`src/rvPkg.sv`:
```
`default_nettype none

package rvPkg;

    typedef logic [63:0] xlenT;
    typedef logic [31:0] instT;

    localparam logic [6:0] opLoad   = 7'b0000011;
    localparam logic [6:0] opStore  = 7'b0100011;
    localparam logic [6:0] opImm    = 7'b0010011;
    localparam logic [6:0] opImmW   = 7'b0011011;
    localparam logic [6:0] opReg    = 7'b0110011;
    localparam logic [6:0] opRegW   = 7'b0111011;
    localparam logic [6:0] opLui    = 7'b0110111;
    localparam logic [6:0] opAuipc  = 7'b0010111;
    localparam logic [6:0] opJal    = 7'b1101111;
    localparam logic [6:0] opJalr   = 7'b1100111;
    localparam logic [6:0] opBranch = 7'b1100011;
    localparam logic [6:0] opSystem = 7'b1110011;

    // alu funct3
    localparam logic [2:0] f3AddSub = 3'b000;
    localparam logic [2:0] f3Sll    = 3'b001;
    localparam logic [2:0] f3Slt    = 3'b010;
    localparam logic [2:0] f3Sltu   = 3'b011;
    localparam logic [2:0] f3Xor    = 3'b100;
    localparam logic [2:0] f3Srl    = 3'b101;
    localparam logic [2:0] f3Or     = 3'b110;
    localparam logic [2:0] f3And    = 3'b111;

    // branch funct3
    localparam logic [2:0] f3Beq  = 3'b000;
    localparam logic [2:0] f3Bne  = 3'b001;
    localparam logic [2:0] f3Blt  = 3'b100;
    localparam logic [2:0] f3Bge  = 3'b101;
    localparam logic [2:0] f3Bltu = 3'b110;
    localparam logic [2:0] f3Bgeu = 3'b111;

    // load/store width funct3
    localparam logic [2:0] f3Byte  = 3'b000;
    localparam logic [2:0] f3Half  = 3'b001;
    localparam logic [2:0] f3Word  = 3'b010;
    localparam logic [2:0] f3Dbl   = 3'b011;
    localparam logic [2:0] f3ByteU = 3'b100;
    localparam logic [2:0] f3HalfU = 3'b101;
    localparam logic [2:0] f3WordU = 3'b110;

    localparam logic [6:0] f7Base = 7'b0000000;
    localparam logic [6:0] f7Alt  = 7'b0100000;
    localparam logic [6:0] f7Mul  = 7'b0000001;

    typedef struct packed {
        logic [6:0] opcode;
        logic [4:0] rd;
        logic [4:0] rs1Idx;
        logic [4:0] rs2Idx;
        logic [2:0] funct3;
        logic [6:0] funct7;
        xlenT       immI;
        xlenT       immS;
        xlenT       immB;
        xlenT       immU;
        xlenT       immJ;
    } decodedT;

    typedef struct packed {
        logic       en;
        xlenT       addr;
        xlenT       data;
        logic [7:0] mask;  // one bit per byte lane at its offset
    } storeReqT;

    typedef struct packed {
        logic       valid;
        xlenT       pc;
        logic       rdWen;
        logic [4:0] rd;
        xlenT       wdata;
    } retireT;

endpackage

`default_nettype wire
```
`src/dataMem.sv`:
```
`timescale 1ns/1ps
`default_nettype none

module dataMem import rvPkg::*; #(
    parameter int dmemBytes = 256
) (
    input  logic     clk,
    input  storeReqT store,
    input  logic     commit,
    input  xlenT     loadAddr,
    output xlenT     loadData
);

    localparam int addrW = $clog2(dmemBytes);

    logic [7:0]       mem [dmemBytes];
    logic [addrW-4:0] wrDw;  // doubleword index that wraps at size
    logic [addrW-4:0] rdDw;

    assign wrDw = store.addr[addrW-1:3];
    assign rdDw = loadAddr[addrW-1:3];

    always_ff @(posedge clk) begin
        if (store.en && commit) begin
            for (int i = 0; i < 8; i++) begin
                if (store.mask[i]) begin
                    mem[{wrDw, 3'(i)}] <= store.data[8*i +: 8];
                end
            end
        end
    end

    for (genvar i = 0; i < 8; i++) begin : gRead
        assign loadData[8*i +: 8] = mem[{rdDw, 3'(i)}];
    end

endmodule

`default_nettype wire

```
`config.mk`:
```
export PLATFORM = sky130hd
export DESIGN_NAME = dataMem
export DESIGN_NICKNAME = d
export VERILOG_FILES = /design/src/rvPkg.sv /design/src/dataMem.sv
export SDC_FILE = /design/constraint.sdc
export NUM_CORES = 2
export LEC_CHECK = 0
export CAP_MARGIN = 20
export CORE_UTILIZATION = 55
export CTS_CLUSTER_DIAMETER = 40
export CTS_CLUSTER_SIZE = 10
export DETAILED_ROUTE_END_ITERATION = 8
export DONT_BUFFER_PORTS = 1
export HOLD_SLACK_MARGIN = 0.12
export PLACE_DENSITY_LB_ADDON = 0.2
export RECOVER_POWER = 25
export SYNTH_ARGS = -nofsm -noshare
export SYNTH_HDL_FRONTEND = slang
export SYNTH_SLANG_ARGS = --single-unit
```
`constraint.sdc`:
```
create_clock -name clk -period 6.31 [get_ports clk]
set_input_delay 1.262 -clock clk [delete_from_list [all_inputs] [get_ports clk]]
set_output_delay 1.262 -clock clk [all_outputs]
set_load 0.005 [all_outputs]
```
# After elaboration in Yosys (flattened, before gate mapping)
# Memory sizes are Yosys's and may differ from the RTL's.
# Cells that the tools add are included.
[word_totals] regBits=0 ram_bits=2048 in_bits=203 out_inout_bits=64 elab_cells=26 mem_count=1
[classes] muxes=24 n_reduce_logical=1
[memory_table] name="mem" words=256 word_bits=8 read_ports=8 rd_clocked_by_memory_dff=0 wr=8 line="dataMem.sv:16" rtl="logic [7:0] mem [dmemBytes];"
[ops] op="$mux 1" n=24
[ops] op="$logic_and 1x1->1" n=1

# Logic depth before layout (Yosys ltp)
[logic_depth] word_depth=3 ltp_mapped=8 depth_no_buf=4

# Worst setup path after synthesis
# No wires, ideal clock.
[synth_timing] path_type="in2out" start="input port loadAddr[6]" end="output port loadData[23]" t_arrival_ps=2561 required_time_ps=5048 setup_slack_ps=2487 cell_stages=6 path_buffers=3 cell_sequence="clkbuf_2 -> buf_2 -> clkbuf_1 -> mux4_2 -> a22oi_1 -> nand4_1"
[synth_between] elab_chain_len=1
[synth_lines] element="start: declaration" line="dataMem.sv:10" rtl="input xlenT loadAddr,"
[synth_lines] element="$mem_v2 256x8"
[synth_lines] element="end: declaration" line="dataMem.sv:11" rtl="output xlenT loadData"
# No other way between the ends.

# Worst setup path in the final report
[layout_timing] start="input port loadAddr[3]" end="output port loadData[54]"
# The elaborated chain is that of the path after synthesis.

==> summary.md <==
| Metric | Value |
|---|---|
| Fillers | 9,594 |
| IO Port Bufs | 0 |
| CTS tree | done |
| Worst slew pin tran | 2.714 ns |
| Vias | around 41,000 |
| Max clock buf depth | 4 |
| Root Driver | clkbuf_16 |
| Design Area, Final | between 80,000 and 90,000 µm² |
| Gate power share | 0.033 |
| Power, Total | between 30 and 40 mW |
| Unrepaired setup endpoints after global routing | no |
| Post-synth top flop | edfxtp_1 |
| Seq/Total Area, Yosys | 0.7769 |
| Global-route wire length before repair | 292,500 µm |
| Fmax | roughly 160 MHz |
| Vias in the first global route | ~40,000 |
| Multi-input gate area in the final layout | between 15,000 and 20,000 µm² |
| Largest net degree at the start of global routing | a little under 600 |
| Setup CP Type | primary input to output port |
| Yosys warning count | 0 |
| Post-synth top cells | 2,048 x edfxtp_1, 512 x mux2i_1, 342 x a22oi_1 |
| Post-synth EDFFs | just over 2,000 |
| Mapped Cells | about 4,000 |
| Failing checks | slew limit |
| P_int | between 20 and 25 mW |
| Drt first pass iters | 6 |
| Reg with most FFs | mem |
| Req. time, crit path | approximately 5 ns |
| Top post-synthesis cells by area | edfxtp_1 78%, mux4_2 7.3%, mux2i_1 6.5%, a22oi_1 3.2%, nor2_1 1.3% |
| DP Area | about 80,000 µm² |
| Async SR Flop Fraction | 0 |
| Clock transition at path regs | ~0.060 ns |
| DR WL/cell | 34.24 µm |
| Core footprint | around 140,000 µm² |
| Regs by FF count | mem (2048) |
| Yosys reg bits | just over 2,000 |
| Area of the die | around 150,000 µm² |
| Post-route minimum period | around 6 ns |
| CP Max Fanout | around 410 |
| DIE WIDTH | approximately 380 µm |
| Mapped Nets | 4,215 |
| Setup violations, final | 0 |
| Post-CTS setup buffer count | 0 |
| Htree depth | 5 |
| Register Area | 61,500 µm² |
| Row count | 138 |
| GP Congestion | ~0.83 |
| Clk pwr share | 0.475 |
| Reg power frac | 0.492 |
| Peak VDD IR | approximately 0.00028 V |
| Worst Setup Start Kind | primary input |
| Final ANT Viol Nets | 0 |
| GRT Residual Overflow | 0 |
| Nets | around 4,300 |
| Worst hold path class | primary input to flip-flop |
| Pins Over Slew Limit | between 200 and 300 |
| Distinct cells, synth | 31 |
| Synth top area share | 0.7769 |
| Max reg flops | 2,048 |
| Top-count cell post-synth | edfxtp_1 |
| Clock sink count | between 2,000 and 2,500 |
| Vias/cell | 6.599 |
| Slew headroom | -0.8097 |
| WL final | between 200,000 and 250,000 µm |
| Initial antenna violation count | 13 |
| Pwr/cell area | about 340 nW/µm² |
| Inserted Clock Buffers | about 290 |
| Hold_buf cts | 0 |
| Post-route setup TNS | 0 ns |
| HPWL Detailed | roughly 120,000 µm |
| DIE HEIGHT | between 300 and 400 µm |
| Post-cts sizing count | 0 |
| Share of layout cells above drive strength 1 | 0.1656 |
| Final period util | 0.9758 |
| Aggregate global-route resource usage | 0.2876 |
| Area leader, netlist | edfxtp_1 |
| Status | finished, violations left |
| DP Worst Slack | between 1.5 and 2 ns |
| Worst EP arrival | about 5 ns |
| P_sw | between 6 and 7 mW |
| I/O Pins | about 270 |
| Crit end category | output port |
| Max_cap viols | 0 |
| LEAKAGE | between 20 and 30 nW |
| Worst setup margin | 0.1530 ns |
| DR DRC count | 0 |
| Starting Density | 0.5571 |
| Fin. Hold Viols | 0 |
| Avg Inst Size Synth | 19.73 µm² |
| Post-Syn Area | roughly 79,000 µm² |
| Switch share | 0.1979 |
| Iter 0 DRT Violations | between 5,000 and 6,000 |
| Synthesis-to-finish area growth | 13.05% |
==> power groups by stage <==
stage | Combinational, mW | Sequential (mW) | Clock (mW)
floorplan | 0.716 | 15.3 | 0
global placement | 0.868 | 15.3 | 0
detailed placement | 0.877 | 15.3 | 0
CTS | 0.881 | 15.1 | 14.6
global route | 1.02 | 15.0 | 15.1
finish | 1.00 | 15.0 | 14.5
==> cells by family (layout without fill, tap and decap cells) <==
logic type             Yosys count  after routing  share of synthesized area
flip-flops                    2048           2048                     0.7769
multiplexers                   769            769                     0.1377
AND/OR/NAND/NOR                569            569                    0.03269
AO/OA/AOI/OAI                  385            385                    0.03613
buffers and inverters          241            479                    0.01656
other                            0              3                          0
==> critical path, cell delays in order <==
cell and delay (ns):
mux4_2 1.43, a22o_1 0.30, a31oi_1 0.37, nand3_1 0.27
==> layout make-up <==
| type | instances | share of cell area |
|---|---|---|
| Clock inverter | 78 | 0.009494 |
| Tap cell | 1890 | 0.02643 |
| Timing Repair Buffer | 66 | 0.008431 |
| Clock buffer | 335 | 0.08441 |
| Sequential cell | 2048 | 0.6872 |
| Antenna cell | 3 | 0.00008389 |
| Multi-Input combinational cell | 1723 | 0.1839 |
==> worst paths after layout <==
check	from	to	slack [ns]	depth (start not counted)
worst max-delay path	loadAddr[3]	loadData[54]	0.15	4
worst min-delay path	store[46]	mem[7][38]	0.46	0
==> placed cells by master (no fill, tap or decap), types with 10 or more instances in the layout <==
| cell type | count |
|---|---|
| a21oi_1 | 13 |
| a22o_1 | 13 |
| a22oi_1 | 342 |
| a31oi_1 | 14 |
| buf_16 | 10 |
| buf_4 | 48 |
| bufinv_16 | 17 |
| clkbuf_1 | 39 |
| clkbuf_16 | 296 |
| clkinv_1 | 19 |
| clkinv_2 | 27 |
| edfxtp_1 | 2048 |
| mux2i_1 | 512 |
| mux4_2 | 256 |
| nand2_1 | 68 |
| nand3_1 | 128 |
| nand4_1 | 62 |
| nor2_1 | 261 |
==> routing by layer <==
metal  global-route usage  part of all wire  wire [µm]
met3              0.07288              0.11      22430
met5                    0           0.00018         37
met4               0.1174             0.041       8670
met1               0.3946              0.38      80080
met2               0.4438              0.47      99120
==> metrics by stage <==
step,utilization,hold slack (ns),std cells
2_1_floorplan,-,1.361,4012
3_3_place_gp,0.5679,1.362,5710
3_5_place_dp,0.5682,1.362,5712
4_1_cts,0.6273,0.4199,6125
5_1_grt,0.6297,0.4350,6140
6_report,0.6297,0.4614,6143
Power figures use the tool's default switching activity.
